==> config.mk <==
export PLATFORM = sky130hd
export DESIGN_NAME = update_lane_flat
export DESIGN_NICKNAME = d
export VERILOG_FILES = /design/src/common/update_pkg.sv /design/src/common/lane_operand_if.sv /design/src/update_core/update_lane.sv /design/src/flat_wrapper.sv
export SDC_FILE = /design/constraint.sdc
export NUM_CORES = 2
export LEC_CHECK = 0
export BUFFER_PORTS_ARGS = -buffer_cell sky130_fd_sc_hd__buf_2
export CORE_ASPECT_RATIO = 0.5
export CORE_MARGIN = 2
export CORE_UTILIZATION = 47
export DETAILED_ROUTE_END_ITERATION = 12
export GPL_ROUTABILITY_DRIVEN = 0
export PLACE_DENSITY = 0.66
export SYNTH_ARGS = -nofsm -noshare
export SYNTH_HDL_FRONTEND = slang
export SYNTH_SLANG_ARGS = --single-unit
==> constraint.sdc <==
create_clock -name clk -period 9.4 [get_ports clk]
set_input_delay 1.88 -clock clk [delete_from_list [all_inputs] [get_ports clk]]
set_output_delay 1.88 -clock clk [all_outputs]
set_load 0.02 [all_outputs]
==> src/common/update_pkg.sv <==
`default_nettype none

package update_pkg;

    // Lane value in signed Q16.16.
    localparam int LANE_WIDTH = 32;
    localparam int FRAC_BITS  = 16;

    typedef logic signed [LANE_WIDTH-1:0] lane_t;

    // Line and iteration counts.
    typedef logic [15:0] count_t;

    // Model memory line address.
    typedef logic [15:0] addr_t;

    // Cycles from model_re to valid model_rdata. Fixed by the memory.
    localparam int MEM_LATENCY = 1;

    // Cycles from operand valid to lane result valid.
    localparam int LANE_LATENCY = 2;

endpackage

`default_nettype wire

==> src/common/lane_operand_if.sv <==
`default_nettype none

// One aligned operand line, from operand_fetch to every lane.
interface lane_operand_if #(
    parameter int LANES = 4
);
    import update_pkg::*;

    logic              valid;
    lane_t             gradient;   // Same scalar for all lanes.
    lane_t [LANES-1:0] samples;
    lane_t [LANES-1:0] models;

    modport source (
        output valid,
        output gradient,
        output samples,
        output models
    );

    modport sink (
        input valid,
        input gradient,
        input samples,
        input models
    );

endinterface

`default_nettype wire

==> src/update_core/update_lane.sv <==
`default_nettype none

module update_lane #(
    parameter int LANE_INDEX = 0
) (
    input  logic              clk,
    input  logic              reset,
    lane_operand_if.sink      operands,
    output logic              result_valid,
    output update_pkg::lane_t result
);
    import update_pkg::*;

    logic signed [2*LANE_WIDTH-1:0] full_product;
    lane_t                          product_q;
    lane_t                          model_q;
    logic                           valid_q;

    assign full_product = $signed(operands.gradient)
                        * $signed(operands.samples[LANE_INDEX]);

    always_ff @(posedge clk)
    begin
        if (reset)
        begin
            valid_q      <= 1'b0;
            result_valid <= 1'b0;
        end
        else
        begin
            valid_q      <= operands.valid;
            result_valid <= valid_q;
        end
    end

    always_ff @(posedge clk)
    begin
        // Stage 1. Q16.16 product, arithmetic shift then truncate.
        product_q <= full_product[FRAC_BITS +: LANE_WIDTH];
        model_q   <= operands.models[LANE_INDEX];
        // Stage 2. Wrapping subtract.
        result    <= model_q - product_q;
    end

endmodule

`default_nettype wire

==> src/flat_wrapper.sv <==
// flat-port wrapper written by rule: the top's interface ports become plain ports
module update_lane_flat import update_pkg::*;
#(
    parameter int LANE_INDEX = 0
)
  (clk, reset, result_valid, result, operands_valid, operands_gradient, operands_samples, operands_models);
  lane_operand_if operands_i ();
  input  logic clk;
  input  logic reset;
  output logic result_valid;
  output update_pkg::lane_t result;
  input wire logic [$bits(operands_i.valid)-1:0] operands_valid;
  input wire logic [$bits(operands_i.gradient)-1:0] operands_gradient;
  input wire logic [$bits(operands_i.samples)-1:0] operands_samples;
  input wire logic [$bits(operands_i.models)-1:0] operands_models;
  assign operands_i.valid = operands_valid;
  assign operands_i.gradient = operands_gradient;
  assign operands_i.samples = operands_samples;
  assign operands_i.models = operands_models;
  update_lane #(.LANE_INDEX(LANE_INDEX)) u_core (.clk(clk), .reset(reset), .operands(operands_i), .result_valid(result_valid), .result(result));
endmodule
## Word level (Yosys, flattened, before mapping)

Cells that the tools add are included.

- Flip-flop bits (word level): 98
- Input bits: 291

- Add/subtract/negate cells: 1
- Multipliers: 1

Operators by type and width:

| cell | count |
|---|---|
| multiplier 32 x 32 -> 48 bit | 1 |
| subtractor 32 bit | 1 |

## Depth between registers and ports, before layout

- Depth in word-level cells: 1
- Gate-level depth with buffers: 27

## Worst setup path after synthesis

OpenSTA, ideal clock, no wires.

- Kind: input to register
- From: input port operands_gradient[29]
- To: register u_core.product_q[29]
- Arrival time: 8.372 ns
- Required time: 9.328 ns
- Setup slack: 0.956 ns
- Stages: 25
- Path buffers: 2
- Cells stage by stage: clkbuf_1 > clkbuf_1 > nand2_1 > fa_1 > fa_1 > inv_1 > fa_1 > inv_1 > fa_1 > inv_1 > fa_1 > fa_1 > fa_1 > inv_1 > fa_1 > inv_1 > ha_1 > and3_1 > and2_1 > a211oi_1 > o21ai_0 > a211oi_2 > o21ai_2 > a31oi_1 > xnor2_1

- Cells in the longest elaborated chain, start to end: 1

Ends and longest elaborated chain:

| what | line | text |
|---|---|---|
| start, declared | flat_wrapper.sv:13 | `input wire logic [$bits(operands_i.gradient)-1:0] operands_gradient;` |
| multiplier 32 x 32 -> 48 bit | update_lane.sv:20 | `* $signed(operands.samples[LANE_INDEX]);` |
| named net u_core.full_product[45] | update_lane.sv:14 | `logic signed [2*LANE_WIDTH-1:0] full_product;` |
| end signal, assigned | update_lane.sv:39 | `product_q <= full_product[FRAC_BITS +: LANE_WIDTH];` |
| end, declared | update_lane.sv:15 | `lane_t product_q;` |

The timed path passes the listed nets, and every way through them passes these cells.
A chain may end at the register's enable or synchronous reset.

## Worst setup path after layout

- From: input port operands_gradient[6]
- To: register u_core.product_q[31]

The elaborated chain is that of the path after synthesis.

==> key figures <==
Run status
  – Status: finished, final reports clean

Clocking
  – CTS max path bufs: 2
  – Clock-pin slew on the worst setup and hold paths: 0.07 ns
  – Cts hold-fix bufs: 0
  – Clock sink total: 98
  – Cts repair resizes: 0
  – Num CTS Buffers: 9
  – Root Buffer: clkbuf_16
  – Worst-skew pair later-pin latency: 0.36 ns
  – Setup Buffers After CTS: 0
  – CTS tree: built
  – CTS HTree Levels: 3

Cells and area
  – Post-layout net count: 4876
  – Area grow syn2layout: 7.87%
  – Layout cell share with drive strength beyond 1: 8.01%

Logic synthesis
  – Distinct cell type count after synthesis: 63
  – Top-count cell post-synth: fa_1
  – EDFF count, synth: 0
  – Top post-synthesis cells by count: 839 x fa_1, 829 x inv_1, 491 x nand2_1
  – Ys flop type: dfxtp_1
  – Post-Synthesis Cell Area: ~32000 um^2
  – Avg Cell Area, Syn: 9.34 um^2
  – Ranking of synthesized cells by area: fa_1 52%, inv_1 9.7%, and2_1 8.2%, ha_1 7.5%, dfxtp_1 6.1%
  – Seq/Total Area, Yosys: 6.09%
  – Cells after synthesis: 3451
  – #FFs+latches synth: 98
  – Syn. warnings: 0
  – Yosys top cell area share: 52.1%
  – Syn nets: 4775
  – Post-synthesis async set-or-reset flop share: 0%
  – Biggest area consumer among synthesized cells: fa_1

Critical path
  – Reg2Reg Setup Slack: 6.19 ns
  – Most used cell along the critical path: fa_1
  – CP peak stage delay: 0.58 ns
  – Worst setup path class: input port to flip-flop
  – Crit. End Element: flip-flop
  – Critical Path AT: 9.36 ns
  – Startpoint Class: input port
  – Slowest-stage cell, CP: buf_2
  – Critical Path RT: 9.69 ns
  – Crit Path Max Fanout: 26

Detailed routing
  – Vias: between 20000 and 25000
  – DRC viols: 0
  – WL per Instance: 18.3 um
  – Initial DRC count: 1214
  – Routed WL: between 80000 and 90000 um
  – Remaining antenna violation count: 0
  – Vias per cell: 5.10
  – Drt pass-1 iters: 6

Global routing
  – Gr ovfl total: 0
  – Gr usage total: 24.1%
  – Largest net degree at the start of global routing: 32
  – Antenna violations before repair: 5
  – Vias in the first global route: ~25000
  – Global-route wire length before repair: approximately 130000 um

Place
  – Post-DP HPWL: roughly 70000 um
  – IO buf count: 131

Die
  – # IOs: between 300 and 400
  – Initial Util: 47.8%
  – Rows: 67
  – Core Footprint: 67400 um^2
  – Die width: 374 um
  – Die ar.: 70800 um^2
  – Die height: 189 um

STA
  – RSZ-0062 raised after global routing: no
  – Max Freq: 0.110 GHz
  – Endpoints failing setup: 0
  – Slew HR: 44.3%
  – Slew Limit Fails: 0
  – Final period utilization: between 90% and 100%
  – Setup TNS: 0 ns
  – Worst Skew: between 0.015 and 0.02 ns
  – Hold Vio Cnt, Final: 0
  – Final min period: roughly 9.1 ns
  – Worst-Margin Slew: 0.836 ns

Hold path
  – Min-Delay Path Class: flip-flop to flip-flop

Flow run
  – MaxCap Viol Count: 0
==> cells by family after synthesis <==
| kind of cell | count (synthesis) | share of synthesized area, % |
|---|---|---|
| AOI/OAI and AO/OA | 181 | 3.82 |
| xor gates and xnor gates | 95 | 2.58 |
| adders and majority gates | 1033 | 59.6 |
| buffers and inverters | 1000 | 11.6 |
| DFF | 98 | 6.09 |
| muxes | 2 | 0.0621 |
| and+or+nand+nor | 1042 | 16.2 |
==> cell type report <==
cell class | instances | area (um^2)
Antenna cell | 3 | 7.51
Clock buffer | 11 | 233
Clock inverter | 5 | 108
Fill cell | 6211 | 32600
Inverter | 829 | 3110
Multi-Input combinational cell | 2353 | 26500
Sequential cell | 98 | 1960
Tap cell | 897 | 1120
Timing Repair Buffer | 261 | 1710
==> worst max-delay path: cells and delay by family <==
kind	cells	cell delay (ns)
adders and majority gates	9	4.24
buffers and inverters	7	1.35
AOI/OAI and AO/OA	4	1.12
and+or+nand+nor	4	0.61
xor gates and xnor gates	1	0.15
==> metrics by stage <==
step,cells,setup WS [ns],hold WS [ns],utilization (%),cell area (um^2)
after detailed placement,4438,-0.144,0.438,51.1,34400
after floorplan,3451,0.956,0.414,-,32200
after CTS,4454,0.208,0.450,51.6,34800
after global routing,4457,0.0111,0.456,51.6,34800
final,4457,0.332,0.444,51.6,34800
after global placement,4438,-0.0442,0.419,51.1,34400
==> metal layers <==
layer | global-route usage, % | part of all wire, % | vias to the layer above
met5 | 0 | 0 | -
met4 | 7.23 | 3.1 | 0
met3 | 3.53 | 6.9 | 124
met2 | 40.6 | 48 | 657
met1 | 32.4 | 42 | 11813
li1 | - | - | 10132
==> layout by cell type (no fill, tap or decap), drive strengths merged, types with 14 or more instances in the layout <==
cell,instances
and2,426
a21oi,50
nor2,28
o21ai,27
nand2b,14
ha,194
inv,831
xor2,23
a21o,29
and3,15
nand2,491
xnor2,72
dfxtp,98
nor2b,24
buf,260
nor3,15
fa,839
==> flip-flops by register name (all words and copies together) (netlist names) <==
register and flops:
u_core.valid_q 1, u_core.result_valid 1, u_core.model_q 32, u_core.product_q 32, u_core.result 32
==> worst paths after layout <==
| check | startpoint | endpoint | cells past startpoint |
|---|---|---|---|
| max | operands_gradient[6] | u_core.product_q[31] | 25 |
| min | u_core.valid_q | u_core.result_valid | 1 |
| max reg2reg | u_core.product_q[9] | u_core.result[29] | 11 |
| min reg2reg | u_core.valid_q | u_core.result_valid | 1 |
Power is not shown: default switching activity piles up to over one toggle a cycle in this logic, so the estimate is an artifact.
