File: src/common/update_pkg.sv
`default_nettype none

package update_pkg;

    // Lane value in signed Q16.16.
    localparam int LANE_WIDTH = 32;
    localparam int FRAC_BITS  = 16;

    typedef logic signed [LANE_WIDTH-1:0] lane_t;

    // Line and iteration counts.
    typedef logic [15:0] count_t;

    // Model memory line address.
    typedef logic [15:0] addr_t;

    // Cycles from model_re to valid model_rdata. Fixed by the memory.
    localparam int MEM_LATENCY = 1;

    // Cycles from operand valid to lane result valid.
    localparam int LANE_LATENCY = 2;

endpackage

`default_nettype wire

File: src/common/lane_operand_if.sv
`default_nettype none

// One aligned operand line, from operand_fetch to every lane.
interface lane_operand_if #(
    parameter int LANES = 4
);
    import update_pkg::*;

    logic              valid;
    lane_t             gradient;   // Same scalar for all lanes.
    lane_t [LANES-1:0] samples;
    lane_t [LANES-1:0] models;

    modport source (
        output valid,
        output gradient,
        output samples,
        output models
    );

    modport sink (
        input valid,
        input gradient,
        input samples,
        input models
    );

endinterface

`default_nettype wire

File: src/update_core/operand_fetch.sv
`default_nettype none

module operand_fetch #(
    parameter int LANES = 4
) (
    input  logic                          clk,
    input  logic                          reset,
    input  logic                          op_start,
    input  update_pkg::count_t            num_lines,
    input  update_pkg::count_t            num_iterations,
    input  update_pkg::addr_t             read_offset,
    input  logic                          sample_empty,
    input  logic                          gradient_empty,
    output logic                          sample_pop,
    output logic                          gradient_pop,
    input  update_pkg::lane_t [LANES-1:0] sample_line,
    input  update_pkg::lane_t             gradient,
    input  logic                          model_almost_full,
    output logic                          model_re,
    output update_pkg::addr_t             model_raddr,
    input  update_pkg::lane_t [LANES-1:0] model_rdata,
    lane_operand_if.source                operands
);
    import update_pkg::*;

    // Writeback stays busy this many cycles after the last issue.
    localparam int DRAIN_CYCLES = MEM_LATENCY + LANE_LATENCY;
    localparam int DRAIN_W      = $clog2(DRAIN_CYCLES + 1);

    logic               busy;
    logic [DRAIN_W-1:0] drain_cnt;
    count_t             line_cnt;
    count_t             iter_cnt;
    count_t             cfg_num_lines;
    count_t             cfg_num_iterations;
    addr_t              cfg_read_offset;
    logic               start;
    logic               issue;
    logic               last_line;
    logic               last_iter;

    assign start = op_start && !busy && (drain_cnt == '0);

    // Gradient only needed at the head of an iteration.
    assign issue = busy
                && (line_cnt < cfg_num_lines)
                && !sample_empty
                && !model_almost_full
                && (line_cnt != '0 || !gradient_empty);

    assign last_line = (line_cnt == cfg_num_lines - 1'b1);
    assign last_iter = (iter_cnt == cfg_num_iterations - 1'b1);

    assign model_re     = issue;
    assign model_raddr  = cfg_read_offset + line_cnt;
    assign sample_pop   = issue;
    assign gradient_pop = issue && (line_cnt == '0);

    // FIFO outputs and model_rdata all land one cycle after the issue.
    // The gradient FIFO output holds until the next iteration's pop.
    assign operands.gradient = gradient;
    assign operands.samples  = sample_line;
    assign operands.models   = model_rdata;

    always_ff @(posedge clk)
    begin
        if (reset)
        begin
            busy           <= 1'b0;
            drain_cnt      <= '0;
            line_cnt       <= '0;
            iter_cnt       <= '0;
            operands.valid <= 1'b0;
        end
        else
        begin
            operands.valid <= issue;

            if (drain_cnt != '0)
            begin
                drain_cnt <= drain_cnt - 1'b1;
            end

            if (start)
            begin
                busy     <= 1'b1;
                line_cnt <= '0;
                iter_cnt <= '0;
            end
            else if (issue)
            begin
                if (last_line)
                begin
                    line_cnt <= '0;
                    if (last_iter)
                    begin
                        busy      <= 1'b0;
                        drain_cnt <= DRAIN_W'(DRAIN_CYCLES);
                    end
                    else
                    begin
                        iter_cnt <= iter_cnt + 1'b1;
                    end
                end
                else
                begin
                    line_cnt <= line_cnt + 1'b1;
                end
            end
        end
    end

    // Configuration, sampled on an accepted op_start.
    always_ff @(posedge clk)
    begin
        if (start)
        begin
            cfg_num_lines      <= num_lines;
            cfg_num_iterations <= num_iterations;
            cfg_read_offset    <= read_offset;
        end
    end

endmodule

`default_nettype wire

File: src/flat_wrapper.sv
// flat-port wrapper written by rule: the top's interface ports become plain ports
module operand_fetch_flat import update_pkg::*;
#(
    parameter int LANES = 4
)
  (clk, reset, op_start, num_lines, num_iterations, read_offset, sample_empty, gradient_empty, sample_pop, gradient_pop, sample_line, gradient, model_almost_full, model_re, model_raddr, model_rdata, operands_valid, operands_gradient, operands_samples, operands_models);
  lane_operand_if #(.LANES(LANES)) operands_i ();
  input  logic clk;
  input  logic reset;
  input  logic op_start;
  input  update_pkg::count_t num_lines;
  input  update_pkg::count_t num_iterations;
  input  update_pkg::addr_t read_offset;
  input  logic sample_empty;
  input  logic gradient_empty;
  output logic sample_pop;
  output logic gradient_pop;
  input  update_pkg::lane_t [LANES-1:0] sample_line;
  input  update_pkg::lane_t gradient;
  input  logic model_almost_full;
  output logic model_re;
  output update_pkg::addr_t model_raddr;
  input  update_pkg::lane_t [LANES-1:0] model_rdata;
  output wire logic [$bits(operands_i.valid)-1:0] operands_valid;
  output wire logic [$bits(operands_i.gradient)-1:0] operands_gradient;
  output wire logic [$bits(operands_i.samples)-1:0] operands_samples;
  output wire logic [$bits(operands_i.models)-1:0] operands_models;
  assign operands_valid = operands_i.valid;
  assign operands_gradient = operands_i.gradient;
  assign operands_samples = operands_i.samples;
  assign operands_models = operands_i.models;
  operand_fetch #(.LANES(LANES)) u_core (.clk(clk), .reset(reset), .op_start(op_start), .num_lines(num_lines), .num_iterations(num_iterations), .read_offset(read_offset), .sample_empty(sample_empty), .gradient_empty(gradient_empty), .sample_pop(sample_pop), .gradient_pop(gradient_pop), .sample_line(sample_line), .gradient(gradient), .model_almost_full(model_almost_full), .model_re(model_re), .model_raddr(model_raddr), .model_rdata(model_rdata), .operands(operands_i));
endmodule
File: config.mk
export PLATFORM = sky130hd
export DESIGN_NAME = operand_fetch_flat
export DESIGN_NICKNAME = d
export VERILOG_FILES = /design/src/common/update_pkg.sv /design/src/common/lane_operand_if.sv /design/src/update_core/operand_fetch.sv /design/src/flat_wrapper.sv
export SDC_FILE = /design/constraint.sdc
export NUM_CORES = 1
export LEC_CHECK = 0
export BUFFER_PORTS_ARGS = -buffer_cell sky130_fd_sc_hd__buf_2
export CORE_AREA = 3 3 250 252
export CTS_BUF_LIST = sky130_fd_sc_hd__clkbuf_4
export CTS_CLUSTER_SIZE = 10
export DETAILED_ROUTE_END_ITERATION = 8
export DIE_AREA = 0 0 253 255
export PLACE_DENSITY = 0.33
export SLEW_MARGIN = 20
export SYNTH_ARGS = -nofsm -noshare
export SYNTH_HDL_FRONTEND = slang
export SYNTH_SLANG_ARGS = --single-unit
File: constraint.sdc
create_clock -name clk -period 9.3 [get_ports clk]
set_input_delay 0.465 -clock clk [delete_from_list [all_inputs] [get_ports clk]]
set_output_delay 0.465 -clock clk [all_outputs]
set_load 0.05 [all_outputs]
Word-level counts from Yosys, hierarchy flattened

Cells that the tools add are included.
Widths: inputs -> output; s select.

Multiplexer cells: 10
Reductions and logical operators: 22
$add $sub $neg: 6
Equal/unequal tests: 2
Magnitude comparators: 1
Bitwise gates (word level): 1

Operator list:

| cell                  | number |
|---|---|
| $add 16x1->16 const B | 2 |
| $eq 16x16->1          | 2 |
| $sub 16x1->16 const B | 2 |
| $add 16x16->16        | 1 |
| $logic_not 16->1      | 1 |
| $lt 16x16->1          | 1 |
| $mux 16               | 1 |
| $reduce_bool 16->1    | 1 |
| $mux 2                | 5 |
| $reduce_bool 2->1     | 4 |
| $logic_and 1x1->1     | 7 |
| $reduce_and 3->1      | 2 |
| $logic_not 1->1       | 4 |
| $mux 1                | 4 |
| $logic_not 2->1       | 1 |
| $reduce_or 2->1       | 1 |
| $sub 2x1->2 const B   | 1 |
| $logic_or 1x1->1      | 1 |
| $not 1->1             | 1 |

Output and inout port bits: 308
Flip-flop bits (word level): 84
Word-level logic and storage cells: 50
Input bits: 342

Longest topological paths before layout

Depth in word-level cells: 7
Mapped depth: 13

Worst setup path after synthesis

No wires, ideal clock.

Path type: register -> output
From: reg u_core.cfg_read_offset[1]
To: out model_raddr[15]
Path slack: 6.068 ns
Arrival: 2.767 ns
Cell stages (with the launch flop): 10
Data required time: 8.835 ns
Cell sequence: edfxtp_1 ha_1 a21o_1 a21oi_1 o21a_1 o311ai_0 a21boi_0 o21ai_0 a21oi_1 xnor2_1

Longest elaborated chain between the ends: 1

Ends and longest elaborated chain:

| element                | RTL line             | text |
|---|---|---|
| start, declared        | operand_fetch.sv:36  | `addr_t cfg_read_offset;` |
| start signal, assigned | operand_fetch.sv:120 | `cfg_read_offset <= read_offset;` |
| $add 16x16->16         | operand_fetch.sv:55  | `assign model_raddr = cfg_read_offset + line_cnt;` |
| end, declared          | flat_wrapper.sv:22   | `output update_pkg::addr_t model_raddr;` |

Every way passes these cells.

Worst setup path in the final report

From: reg u_core.cfg_num_iterations[0]
To: reg u_core.iter_cnt[6]

Longest elaborated chain between the ends: 4

Ends and longest elaborated chain:

| element                    | RTL line             | text |
|---|---|---|
| start, declared            | operand_fetch.sv:35  | `count_t cfg_num_iterations;` |
| start signal, assigned     | operand_fetch.sv:119 | `cfg_num_iterations <= num_iterations;` |
| $sub 16x1->16              | operand_fetch.sv:52  | `assign last_iter = (iter_cnt == cfg_num_iterations - 1'b1);` |
| $eq 16x16->1               | operand_fetch.sv:52  |  |
| $not 1->1 (no line)        | -                    |  |
| $reduce_and 3->1 (no line) | -                    |  |
| end signal, assigned       | operand_fetch.sv:102 | `iter_cnt <= iter_cnt + 1'b1;` |
| end, declared              | operand_fetch.sv:33  | `count_t iter_cnt;` |

Every way passes these cells.
A chain may end at the register's enable or synchronous reset.

==> impl_metrics.tcl <==
set metrics [dict create \
    fmax_mhz 264.6 \
    rr_endpoint "u_core.iter_cnt[6]$_SDFFE_PP0P_" \
    final_util 0.1122 \
    routed_wl_um 35870 \
    r2r-start "u_core.cfg_num_iterations[0]$_DFFE_PP_" \
    holdPathStages 1 \
    holdCritStartpoint "read_offset[13]" \
    holdPathEnd "u_core.cfg_read_offset[13]$_DFFE_PP_" \
    fp.dieArea_sq_um 64520 \
    initial_utilization 0.1241 \
    tightest_slew_ns 0.9457 \
    swShare 0.3053 \
    drt_iter0_drc 304 \
    start_kind "register" \
    min_period_ns 3.779 \
    clk_path_buf_depth 2 \
    end_kind "register" \
    synth_seq_cells 84 \
    synth_fp_nets 1217 \
    yosysMostFrequentCell "buf_4" \
    synth.area.top_cells "buf_4 29%, edfxtp_1 19%, dfxtp_1 9.6%" \
    place_hpwl_um 29850 \
    p_clk_frac 0.297 \
    port_buffers 73 \
    synth_top_area_frac 0.2896 \
    wl_per_cell_um 25.42 \
    p_leak_nw 2.252 \
    n_fill_cell 6978 \
    htreeDepth 3 \
    synthCells 838 \
    vias_per_cell 3.478 \
    yosysWarningCount 0 \
    drive_gt1_frac 0.1629 \
    seqCellArea_sq_um 2162 \
    comb_power_share 0.143 \
    synth_ff_type "edfxtp_1" \
    ys_top_cells_by_count "289 x buf_4, 52 x xnor2_1, 48 x edfxtp_1" \
    die_w_um 253 \
    period_share 0.4063 \
    cts_setup_buffers 0 \
    grt_first_pass_wirelength_um 46150 \
    cts_hold_buf 0 \
    r2r_slack_ns 5.52 \
    max-cap-violations 0 \
    drtAntennaViolNets 0 \
    clock_sinks 84 \
    status "completed" \
    powerDensity_nw_per_um2 113.0 \
    nets 1001 \
    path_class "reg -> reg" \
    hold_viol_final 0 \
    synth_area_per_cell_sq_um 8.941 \
    drc 0 \
    crit_arrival_ns 4.17 \
    async_flop_share 0 \
    grt_use_total 0.1069 \
    rsz0062_at_grt "no" \
    place_inst 1393 \
    grt_pass1_vias 5142 \
    antenna_found_initial 7 \
    cts_resized 0 \
    clk_pin_slew_ns 0.16 \
    seq_power_share 0.560 \
    grt_max_degree 59 \
    clockRootBuffer "clkbuf_4" \
    tns_ns 0 \
    peakVddDrop_mv 0.08247 \
    hp-class "in -> reg" \
    rows 90 \
    final_cells 1411 \
    cp.required_ns 9.69 \
    synth_edf_count 48 \
    coreArea_sq_um 60360 \
    startpoint "u_core.cfg_num_iterations[0]$_DFFE_PP_" \
    setup_viol 0 \
    vias 4908 \
    rr_worst_depth 8 \
    skew_ns 0.02958 \
    critPathMaxFanout 15 \
    gp_congestion 0.7200 \
    syn2layout_area_growth_pct -9.586 \
    fp.dieH_um 255 \
    slew_violations 0 \
    synth.distinct_cells 59 \
    cts_tree "yes" \
    clkLatencyLatePin_ns 0.50 \
    multiInputGateArea_sq_um 2983 \
    synth_top_cell_by_area "buf_4" \
    p_int_uw 531.9 \
    gr-total-overflow 0 \
    p_switching_uw 233.8 \
    yosysSeqAreaShare 0.2886 \
    cts_buffers 9 \
    slew_headroom 0.3637 \
    p_total_uw 765.6 \
    pin_count 650 \
    firstDrtPassIters 4 \
    mappedNetlistArea_sq_um 7492 \
    holdWs_ns 0.1204 \
]
[layout by cell type (no fill, tap or decap), types with 10 or more instances in the layout]
| master | n |
|---|---|
| mux2i_1 | 10 |
| dfxtp_1 | 36 |
| o21ai_0 | 14 |
| nand3_1 | 16 |
| nor3_1 | 17 |
| a21oi_1 | 27 |
| nor4_1 | 10 |
| nor2b_1 | 11 |
| ha_1 | 36 |
| edfxtp_1 | 48 |
| nand2_1 | 41 |
| inv_1 | 35 |
| nand4_1 | 11 |
| or3_1 | 12 |
| xnor2_1 | 52 |
| nor2_1 | 43 |
| xor2_1 | 17 |
| buf_2 | 73 |
[metrics by stage]
stage          cell area (sq um)  setup WS (ns)
2_1_floorplan               7492          6.068
3_3_place_gp                6635          5.554
3_5_place_dp                6635          5.561
4_1_cts                     6766          5.447
5_1_grt                     6766          5.163
6_report                    6774          5.521
[power by group through the flow]
stage / clock (mW) / sequential [mW] / combinational (mW)
2_1_floorplan: 0 / 0.431 / 0.409
3_3_place_gp: 0 / 0.438 / 0.112
3_5_place_dp: 0 / 0.437 / 0.111
4_1_cts: 0.246 / 0.429 / 0.112
5_1_grt: 0.255 / 0.431 / 0.121
6_report: 0.228 / 0.429 / 0.109
[state kept, by name, indices dropped and copies added, names as in the netlist]
name                       count
u_core.cfg_num_iterations     16
u_core.cfg_num_lines          16
u_core.cfg_read_offset        16
u_core.iter_cnt               16
u_core.line_cnt               16
u_core.drain_cnt               2
u_core.busy                    1
u_core.operands.valid          1
[cell type report]
type,count,area share
Clock buffer,9,0.009974
Antenna cell,3,0.001108
Inverter,35,0.01939
Multi-Input combinational cell,417,0.4403
Sequential cell,84,0.3192
Clock inverter,6,0.009420
Tap cell,782,0.1444
Timing Repair Buffer,75,0.05615
[worst max-delay path: stages (launching register included)]
cell and delay (ns):
edfxtp_1 0.49, or4_1 0.61, or3_1 0.37, a2111oi_0 0.59, o211ai_1 0.25, a2111oi_4 0.78
nor4_2 0.19, and4_1 0.29, mux2i_1 0.11
[kinds of logic after synthesis]
family | share of synthesized area
AND/OR/NAND/NOR | 0.1585
AO/OA/AOI/OAI | 0.07883
flip-flops | 0.2886
buffers and inverters | 0.3141
multiplexers | 0.01336
XOR/XNOR | 0.08383
adder cells (fa/ha/maj) | 0.06279
[worst max-delay path by stage]
stage / to / depth (start not counted)
after global routing: u_core.iter_cnt[6]$_SDFFE_PP0P_ / 8
after floorplan: model_raddr[15] / 9
after CTS: model_raddr[10] / 10
after global placement: u_core.line_cnt[7]$_SDFFE_PP0P_ / 8
final: u_core.iter_cnt[6]$_SDFFE_PP0P_ / 8
after detailed placement: u_core.iter_cnt[6]$_SDFFE_PP0P_ / 8
[layer usage]
layer / global-route usage / share of wire / vias to the layer above
met5: 0.03077 / 0.0063 / -
li1: - / - / 2150
met2: 0.1464 / 0.40 / 482
met1: 0.08388 / 0.28 / 2137
met4: 0.04778 / 0.042 / 12
met3: 0.1406 / 0.27 / 127
Power figures use the tool's default switching activity.
