$ cat src/common/update_pkg.sv
`default_nettype none

package update_pkg;

    // Lane value in signed Q16.16.
    localparam int LANE_WIDTH = 32;
    localparam int FRAC_BITS  = 16;

    typedef logic signed [LANE_WIDTH-1:0] lane_t;

    // Line and iteration counts.
    typedef logic [15:0] count_t;

    // Model memory line address.
    typedef logic [15:0] addr_t;

    // Cycles from model_re to valid model_rdata. Fixed by the memory.
    localparam int MEM_LATENCY = 1;

    // Cycles from operand valid to lane result valid.
    localparam int LANE_LATENCY = 2;

endpackage

`default_nettype wire

$ cat src/rtl/sync_fifo.sv
`default_nettype none

module sync_fifo #(
    parameter type payload_t     = update_pkg::lane_t,
    parameter int FIFO_DEPTH_LOG2 = 4
) (
    input  logic     clk,
    input  logic     reset,
    input  logic     push,
    input  payload_t push_data,
    input  logic     pop,
    output payload_t pop_data,
    output logic     empty,
    output logic     full
);
    localparam int DEPTH = 2 ** FIFO_DEPTH_LOG2;

    payload_t mem [DEPTH];

    logic [FIFO_DEPTH_LOG2-1:0] wr_ptr;
    logic [FIFO_DEPTH_LOG2-1:0] rd_ptr;
    logic [FIFO_DEPTH_LOG2:0]   count;
    logic                       do_push;
    logic                       do_pop;

    assign do_push = push && !full;   // Push while full is dropped.
    assign do_pop  = pop && !empty;

    assign empty = (count == '0);
    assign full  = count[FIFO_DEPTH_LOG2];   // Top bit set only at DEPTH.

    always_ff @(posedge clk)
    begin
        if (reset)
        begin
            wr_ptr <= '0;
            rd_ptr <= '0;
            count  <= '0;
        end
        else
        begin
            if (do_push)
            begin
                wr_ptr <= wr_ptr + 1'b1;
            end
            if (do_pop)
            begin
                rd_ptr <= rd_ptr + 1'b1;
            end
            case ({do_push, do_pop})
                2'b10:   count <= count + 1'b1;
                2'b01:   count <= count - 1'b1;
                default: count <= count;
            endcase
        end
    end

    // Storage and output register.
    always_ff @(posedge clk)
    begin
        if (do_push)
        begin
            mem[wr_ptr] <= push_data;
        end
        if (do_pop)
        begin
            pop_data <= mem[rd_ptr];   // Valid the cycle after pop.
        end
    end

endmodule

`default_nettype wire

$ cat config.mk
export PLATFORM = sky130hd
export DESIGN_NAME = sync_fifo
export DESIGN_NICKNAME = d
export VERILOG_FILES = /design/src/common/update_pkg.sv /design/src/rtl/sync_fifo.sv
export SDC_FILE = /design/constraint.sdc
export NUM_CORES = 1
export LEC_CHECK = 0
export ABC_AREA = 0
export BUFFER_PORTS_ARGS = -buffer_cell sky130_fd_sc_hd__buf_2
export CORE_MARGIN = 3
export CORE_UTILIZATION = 40
export CTS_CLUSTER_SIZE = 12
export DETAILED_ROUTE_END_ITERATION = 10
export GPL_ROUTABILITY_DRIVEN = 0
export PLACE_DENSITY_LB_ADDON = 0.25
export SETUP_SLACK_MARGIN = 0.05
export SYNTH_ARGS = -nofsm -noshare
export SYNTH_HDL_FRONTEND = slang
export SYNTH_SLANG_ARGS = --single-unit
$ cat constraint.sdc
create_clock -name clk -period 4.8 [get_ports clk]
set_clock_uncertainty 0.2 [all_clocks]
set_input_delay 0.48 -clock clk [delete_from_list [all_inputs] [get_ports clk]]
set_output_delay 0.48 -clock clk [all_outputs]
set_load 0.03 [all_outputs]
# == Word-level counts from Yosys, hierarchy flattened ==
# Memories as Yosys holds them, arrays and structs flattened. A register that Yosys moved wholly into a read port is not among the register bits.
# Cells that the tools add are included.
# totals
regBits,13
ramBits,512
out_inout_bits,34
memories,1
# op_classes
addsub,4
eq_ne,2
muxes,3
n_reduce_logical,6
# memory_table
name,depth,width,rd,rd_clocked_by_memory_dff,wr,line,rtl
mem,16,32,1,1,1,sync_fifo.sv:18,payload_t mem [DEPTH];
# ops
cell,count
$pmux W5 S2,1
$add A4 B1 Y4 const B,2
$add A5 B1 Y5 const B,1
$logic_not A5 Y1,1
$sub A5 B1 Y5 const B,1
$eq A2 B1 Y1 const B,1
$eq A2 B2 Y1 const B,1
$logic_and A1 B1 Y1,2
$logic_not A1 Y1,2
$mux W1,2
$reduce_bool A2 Y1,1

# == Longest topological paths before layout ==
# Gate-level depths: netlist (run 1).
# logic_depth
depth_word,5
mapped_depth,10
ltp_nobuf,10

# == Least setup slack after synthesis (run 1) ==
# No wires, ideal clock.
# synth_path
kind,register to register
start,reg count[4]
end,mem mem[3][0] in the netlist's numbering (enable)
setup_ns,0.461
t_arrival_ns,3.261
required_ns,4.139
setup_slack_ns,0.878
stages_incl_launch_ff,5
n_path_buf,1
path_cell_list,dfxtp_1 nor2b_1 clkbuf_1 nand2_1 nor3_1
# synth_between
elab_chain_cells,4
# synth_lines
element,line,rtl
"start, declared",sync_fifo.sv:22,logic [FIFO_DEPTH_LOG2:0] count;
"start signal, assigned",sync_fifo.sv:51,2'b10: count <= count + 1'b1;
"start signal, assigned",sync_fifo.sv:52,2'b01: count <= count - 1'b1;
"start signal, assigned",sync_fifo.sv:53,default: count <= count;
$logic_not A1 Y1,sync_fifo.sv:26,assign do_push = push && !full;
$logic_and A1 B1 Y1,sync_fifo.sv:26,
$mux W1,sync_fifo.sv:61,if (do_push)
$mux W1 (implied by the code),sync_fifo.sv:63,mem[wr_ptr] <= push_data;
"end, declared",sync_fifo.sv:18,
# No other way between the ends.

# == Worst setup path in the final report (run 1) ==
# layout_path
start,reg count[0]
end,reg count[4]
# layout_between
elab_chain_cells,5
word_cells_on_any_way,9
# layout_lines
element,line,rtl
$logic_not A5 Y1 (*),sync_fifo.sv:29,assign empty = (count == '0);
$logic_not A1 Y1 (*),sync_fifo.sv:27,assign do_pop = pop && !empty;
$logic_and A1 B1 Y1 (*),sync_fifo.sv:27,
via do_pop,sync_fifo.sv:24,logic do_pop;
$eq A2 B1 Y1 / $eq A2 B2 Y1 (equally long branches),sync_fifo.sv:50,"case ({do_push, do_pop})"
$pmux W5 S2 / $reduce_bool A2 Y1 (equally long branches),n/a,
# Mark *: on every way through the listed nets, which the timed path passes. The rest lies on a longest branch.
# A chain may end at the register's enable or synchronous reset.

==> results.sh, run 1 <==
export IMPL_port_buffers=69
export IMPL_synth_seq_area_share_pct=79.4
export IMPL_synth_warning_count=0
export IMPL_p_int_uw=8840
export IMPL_ys_ff_latch=557
export IMPL_fin_crit_ps=3590
export IMPL_root_buffer="clkbuf_16"
export IMPL_ctsHoldBuffers=0
export IMPL_fin_nets=1082
export IMPL_ctsResizeCount=0
export IMPL_cap_violations=0
export IMPL_rsz0062_at_grt="false"
export IMPL_path_clk_slew_ps=60
export IMPL_dr_pass1_iters=5
export IMPL_grt_pass1_vias=10100
export IMPL_htree_levels=2
export IMPL_final_cell_mix="544 x edfxtp_1, 128 x mux4_2, 69 x buf_2, 64 x a22oi_1, 58 x clkbuf_16"
export IMPL_max_freq_mhz=278
export IMPL_finalHoldViolations=0
export IMPL_insertion_delay_ps=600
export IMPL_grt_remaining_overflow=0
export IMPL_power_frac_seq_pct=49.6
export IMPL_clock_sinks=557
export IMPL_route_detailed_wl_per_inst_um=25.0
export IMPL_path_class="reg2reg"
export IMPL_critPathMaxFanout=33
export IMPL_relSlewSlack_pct=32.4
export IMPL_r2r_end="count[4]"
export IMPL_postCtsSetupBuffers=0
export IMPL_clkPwrFrac_pct=34.8
export IMPL_io_pins=70
export IMPL_preCtsSetupSlack_ps=1140
export IMPL_n_antenna_cell=0
export IMPL_synth_area_per_cell_sq_um=22.6
export IMPL_finish_utilization_pct=46.7
export IMPL_ys_flop_type="edfxtp_1"
export IMPL_rows=83
export IMPL_wl_mm=43.9
export IMPL_die_area_sq_um=55100
export IMPL_drt_vias_per_instance=5.34
export IMPL_drtIter0Drc=792
export IMPL_grt_pass1_wl_mm=66.2
export IMPL_worst_ep_required_time_ps=5090
export IMPL_dp_hpwl_mm=24.9
export IMPL_critPathArrivalTime_ps=3890
export IMPL_hp_class="in2reg"
export IMPL_grt_total_usage_pct=16.1
export IMPL_p_comb_share_pct=15.6
export IMPL_power_per_cell_area_nw_per_um2=494
export IMPL_critPathLaunchType="register"
export IMPL_p_switching_uw=3040
export IMPL_drive_above_1_share_pct=29.8
export IMPL_final_common_cell="edfxtp_1"
export IMPL_ys_types=32
export IMPL_timing_setup_tns_ps=0
export IMPL_ant_nets=0
export IMPL_vias=9385
export IMPL_setup_ws_ps=1210
export IMPL_core_area_sq_um=51500
export IMPL_worstSetupEndpoint="count[4]"
export IMPL_r2r_cells=10
export IMPL_die_w_um=235
export IMPL_clockBufferDepth=3
export IMPL_ir_drop_v=0.000293
export IMPL_startpoint="count[0]"
export IMPL_period_share_pct=74.8
export IMPL_cts_tree="done"
export IMPL_worstMarginPinSlew_ps=1010
export IMPL_nFillCells=4286
export IMPL_syn_to_final_growth_pct=14.9
export IMPL_r2r_start="count[0]"
export IMPL_endpoint_kind="register"
export IMPL_finalSetupViolCount=0
export IMPL_slew_viol_final=0
export IMPL_seqCellArea_sq_um=16600
export IMPL_switching_share_pct=25.6
export IMPL_netlist_area_sq_um=20900
export IMPL_rrSetupSlack_ps=1210
export IMPL_multi_input_area_sq_um=4170
export IMPL_antenna_found_initial=2
export IMPL_grt_max_degree=61
export IMPL_async_reset_ff_share_pct=0
export IMPL_cts_buffers=57
export IMPL_initial_utilization_pct=40.6
export IMPL_synth_cells=925
export IMPL_synth_edf_count=544
export IMPL_die_h_um=235
export IMPL_syn_num_nets=971
export IMPL_drc=0
export IMPL_status="complete, no violations"
export IMPL_leakage_uw=0.00756
==> layer usage <==
layer	global-route usage (%)	wire length, um	vias up
li1	-	-	4095
met1	22.0	19100	5018
met2	26.8	21900	204
met3	2.61	1920	66
met4	4.64	935	2
met5	0	13	-
==> kinds of logic (layout without fill, tap and decap cells) <==
logic type | Yosys count | in the layout | synth area share, %
simple gates | 90 | 90 | 1.83
mux | 131 | 131 | 13.9
flops | 557 | 557 | 79.4
compound gates | 73 | 73 | 2.57
fa+ha+maj | 10 | 10 | 0.634
buf+inv | 56 | 207 | 1.32
xor+xnor | 8 | 8 | 0.335
==> area by class of cell <==
type                       instances  area share (%)
clock inverter                    20           0.781
timing repair buffer             101            2.75
inverter                           7           0.109
multi-input combinational        312            17.4
sequential                       557            69.1
clock buffer                      79            6.37
tap                              680            3.54
==> critical path: stages (launching register included) <==
cell      delay (ps)
dfxtp_1          380
or4_1            220
o21ai_2          100
inv_2            740
ha_1             420
inv_1            100
fa_1             410
nand2b_1         170
a21oi_1          170
mux2i_1          230
mux2_2           340
==> synth_stat cells, types with 2 or more instances <==
cell type | n | area, sq um
buf_1 | 5 | 18.8
o211ai_1 | 2 | 15.0
a22oi_1 | 64 | 480
buf_2 | 5 | 25.0
a21oi_1 | 5 | 25.0
nor3_1 | 4 | 20.0
inv_1 | 7 | 26.3
edfxtp_1 | 544 | 16300
clkbuf_1 | 28 | 105
nor2_1 | 34 | 128
dfxtp_1 | 13 | 260
mux4_2 | 128 | 2880
buf_6 | 5 | 56.3
buf_4 | 6 | 45.0
nand2b_1 | 3 | 18.8
ha_1 | 9 | 113
nor2b_1 | 4 | 25.0
xor2_1 | 7 | 61.3
mux2i_1 | 2 | 20.0
nand2_1 | 38 | 143
==> registers in the layout (all words and copies together) (netlist names) <==
name and count:
pop_data 32, rd_ptr 4, mem 512, wr_ptr 4, count 5
==> worst min path at each step <==
stage            startpoint         to  slack, ps  cells after the start
6_report              reset  rd_ptr[3]         40                      2
5_1_grt        push_data[2]  mem[4][2]         30                      1
3_5_place_dp       count[2]   count[2]        320                      2
4_1_cts               reset  rd_ptr[3]          5                      2
3_3_place_gp       count[2]   count[2]        300                      2
2_1_floorplan      count[2]   count[2]        280                      2
==> per-stage QoR <==
step                      cells  area (sq um)  power (uW)  hold slack (ps)
after floorplan             925         20900        7290              280
after global placement     1657         22300        7900              304
after detailed placement   1657         22300        7920              317
after CTS                  1756         24000       12100             5.16
after global routing       1756         24000       12400             32.2
final                      1756         24000       11900             40.8
==> power groups by stage <==
| stage | clock (uW) | combinational [uW] | sequential [uW] |
|---|---|---|---|
| 2_1_floorplan | 0 | 1160 | 6130 |
| 3_3_place_gp | 0 | 1880 | 6010 |
| 3_5_place_dp | 0 | 1900 | 6020 |
| 4_1_cts | 4250 | 1910 | 5920 |
| 5_1_grt | 4430 | 2020 | 5940 |
| 6_report | 4130 | 1850 | 5900 |
Note: power is estimated with default switching activity, not from simulation.
==> inputs of run 2 (changes only) <==
==> constraint.sdc (replaced) <==
create_clock -name clk -period 3.74 [get_ports clk]
set_clock_uncertainty 0.2 [all_clocks]
set_input_delay 0.374 -clock clk [delete_from_list [all_inputs] [get_ports clk]]
set_output_delay 0.374 -clock clk [all_outputs]
set_load 0.03 [all_outputs]
==> results.sh, run 2 (synthesis gave the netlist of run 1 again) <==
export IMPL_finish_utilization_pct=47.4
export IMPL_top_register="mem"
export IMPL_port_buffers=69
export IMPL_endpoint_kind="register"
export IMPL_antenna_found_initial=1
export IMPL_vias=9559
export IMPL_met1_usage_pct=22.2
export IMPL_leakage_uw=0.00771
export IMPL_path_class="reg2reg"
export IMPL_power_per_cell_area_nw_per_um2=619
export IMPL_seqCellArea_sq_um=16600
export IMPL_met2_usage_pct=26.3
export IMPL_root_buffer="clkbuf_16"
export IMPL_cts_buffers=57
export IMPL_switching_share_pct=25.7
export IMPL_hp_class="in2reg"
export IMPL_fin_crit_ps=3000
export IMPL_p_comb_share_pct=16.7
export IMPL_clkPwrFrac_pct=33.8
export IMPL_critPathLaunchType="register"
export IMPL_ir_drop_v=0.000412
export IMPL_final_cell_mix="544 x edfxtp_1, 128 x mux4_2, 69 x buf_2, 64 x a22oi_1, 57 x clkbuf_16"
export IMPL_grt_busiest_layer="met2"
export IMPL_worst_ep_required_time_ps=4030
export IMPL_biggestRegsByFlops="mem x512, pop_data x32, count x5"
export IMPL_grt_remaining_overflow=0
export IMPL_grt_total_usage_pct=15.8
export IMPL_period_share_pct=80.2
export IMPL_grt_max_degree=42
export IMPL_cap_violations=0
export IMPL_io_pins=70
export IMPL_finalHoldViolations=0
export IMPL_placedCellCount=1668
export IMPL_path_clk_slew_ps=60
export IMPL_drc=0
export IMPL_grt_pass1_vias=10100
export IMPL_htree_levels=2
export IMPL_multi_input_area_sq_um=4200
export IMPL_route_detailed_wl_per_inst_um=24.1
export IMPL_p_switching_uw=3890
export IMPL_drtIter0Drc=893
export IMPL_n_antenna_cell=0
export IMPL_nFillCells=4310
export IMPL_critPathMaxFanout=5
export IMPL_power_frac_seq_pct=49.5
export IMPL_max_freq_mhz=333
export IMPL_die_h_um=235
export IMPL_dp_hpwl_mm=24.3
export IMPL_insertion_delay_ps=600
export IMPL_ant_nets=0
export IMPL_cts_tree="done"
export IMPL_critPathArrivalTime_ps=3290
export IMPL_rows=83
export IMPL_fin_nets=1127
export IMPL_initial_utilization_pct=40.6
export IMPL_stdcell_count=1797
export IMPL_holdWs_ps=140
export IMPL_clock_sinks=557
export IMPL_wl_mm=43.3
export IMPL_final_common_cell="edfxtp_1"
export IMPL_core_area_sq_um=51500
export IMPL_clockBufferDepth=3
export IMPL_p_int_uw=11200
export IMPL_use_met3_pct=2.23
export IMPL_slew_viol_final=0
export IMPL_syn_to_final_growth_pct=16.8
export IMPL_worstMarginPinSlew_ps=1100
export IMPL_dr_pass1_iters=4
export IMPL_relSlewSlack_pct=26.8
export IMPL_ctsResizeCount=0
export IMPL_die_area_sq_um=55100
export IMPL_drt_vias_per_instance=5.32
export IMPL_status="complete, no violations"
export IMPL_finalSetupViolCount=0
export IMPL_largest_reg_flops=512
export IMPL_rsz0062_at_grt="false"
export IMPL_drive_above_1_share_pct=30.1
export IMPL_die_w_um=235
export IMPL_grt_pass1_wl_mm=65.9
export IMPL_timing_setup_tns_ps=0
run 2: cell count changes in the layout (fill, tap and decap cells not counted), sizes merged:
cell / before / now
bufinv: 3 / 1
dlygate4sd3: 0 / 34
clkinvlp: 0 / 3
clkbuf: 79 / 75
buf: 101 / 112
clkinv: 16 / 15
run 2: layout make-up:
cell class                      instances  share of cell area, %
Tap cell                              680                   3.48
Inverter                                7                  0.108
Sequential cell                       557                   68.0
Clock inverter                         20                  0.615
Timing Repair Buffer                  146                   4.49
Multi-Input combinational cell        312                   17.2
Clock buffer                           75                   6.16
run 2: worst max-delay path: stages, from the launching register on:
cell      delay [ps]
dfxtp_1          340
or4_1            610
o21ai_2          240
inv_2             60
ha_1             250
ha_1             370
nand2b_1          70
a21oi_1          170
mux2i_1          220
mux2_2           350
run 2: power by group through the flow:
stage	Sequential (uW)	Combinational, uW	Clock [uW]
floorplan	7870	1490	0
global placement	7610	2560	0
detailed placement	7620	2570	0
CTS	7500	2610	5250
global route	7530	2750	5500
finish	7480	2530	5100
run 2: worst paths after layout:
path	cells past startpoint	from	to	slack, ps
min reg2reg	2	count[1]	count[1]	360
min	5	push	wr_ptr[0]	140
max reg2reg	9	count[0]	count[4]	740
max	9	count[0]	count[4]	740
run 2: metal layers:
metal / vias to the layer above / wire length (um)
met3: 59 / 1790
met1: 5100 / 18900
met5: - / 0
met4: 0 / 835
met2: 210 / 21800
li1: 4190 / -
run 2: stage by stage:
| step | total power, uW | worst slack (ps) | cell area (sq um) |
|---|---|---|---|
| detailed placement | 10200 | 784 | 22400 |
| finish | 15100 | 741 | 24400 |
| floorplan | 9360 | 347 | 20900 |
| global route | 15800 | 572 | 24400 |
| global placement | 10200 | 795 | 22400 |
| CTS | 15400 | 749 | 24400 |
run 2: repair_timing:
item,in CTS,in global routing
endpoints found under the hold margin,524,0
buffers inserted,0,0
hold buffers,34,0
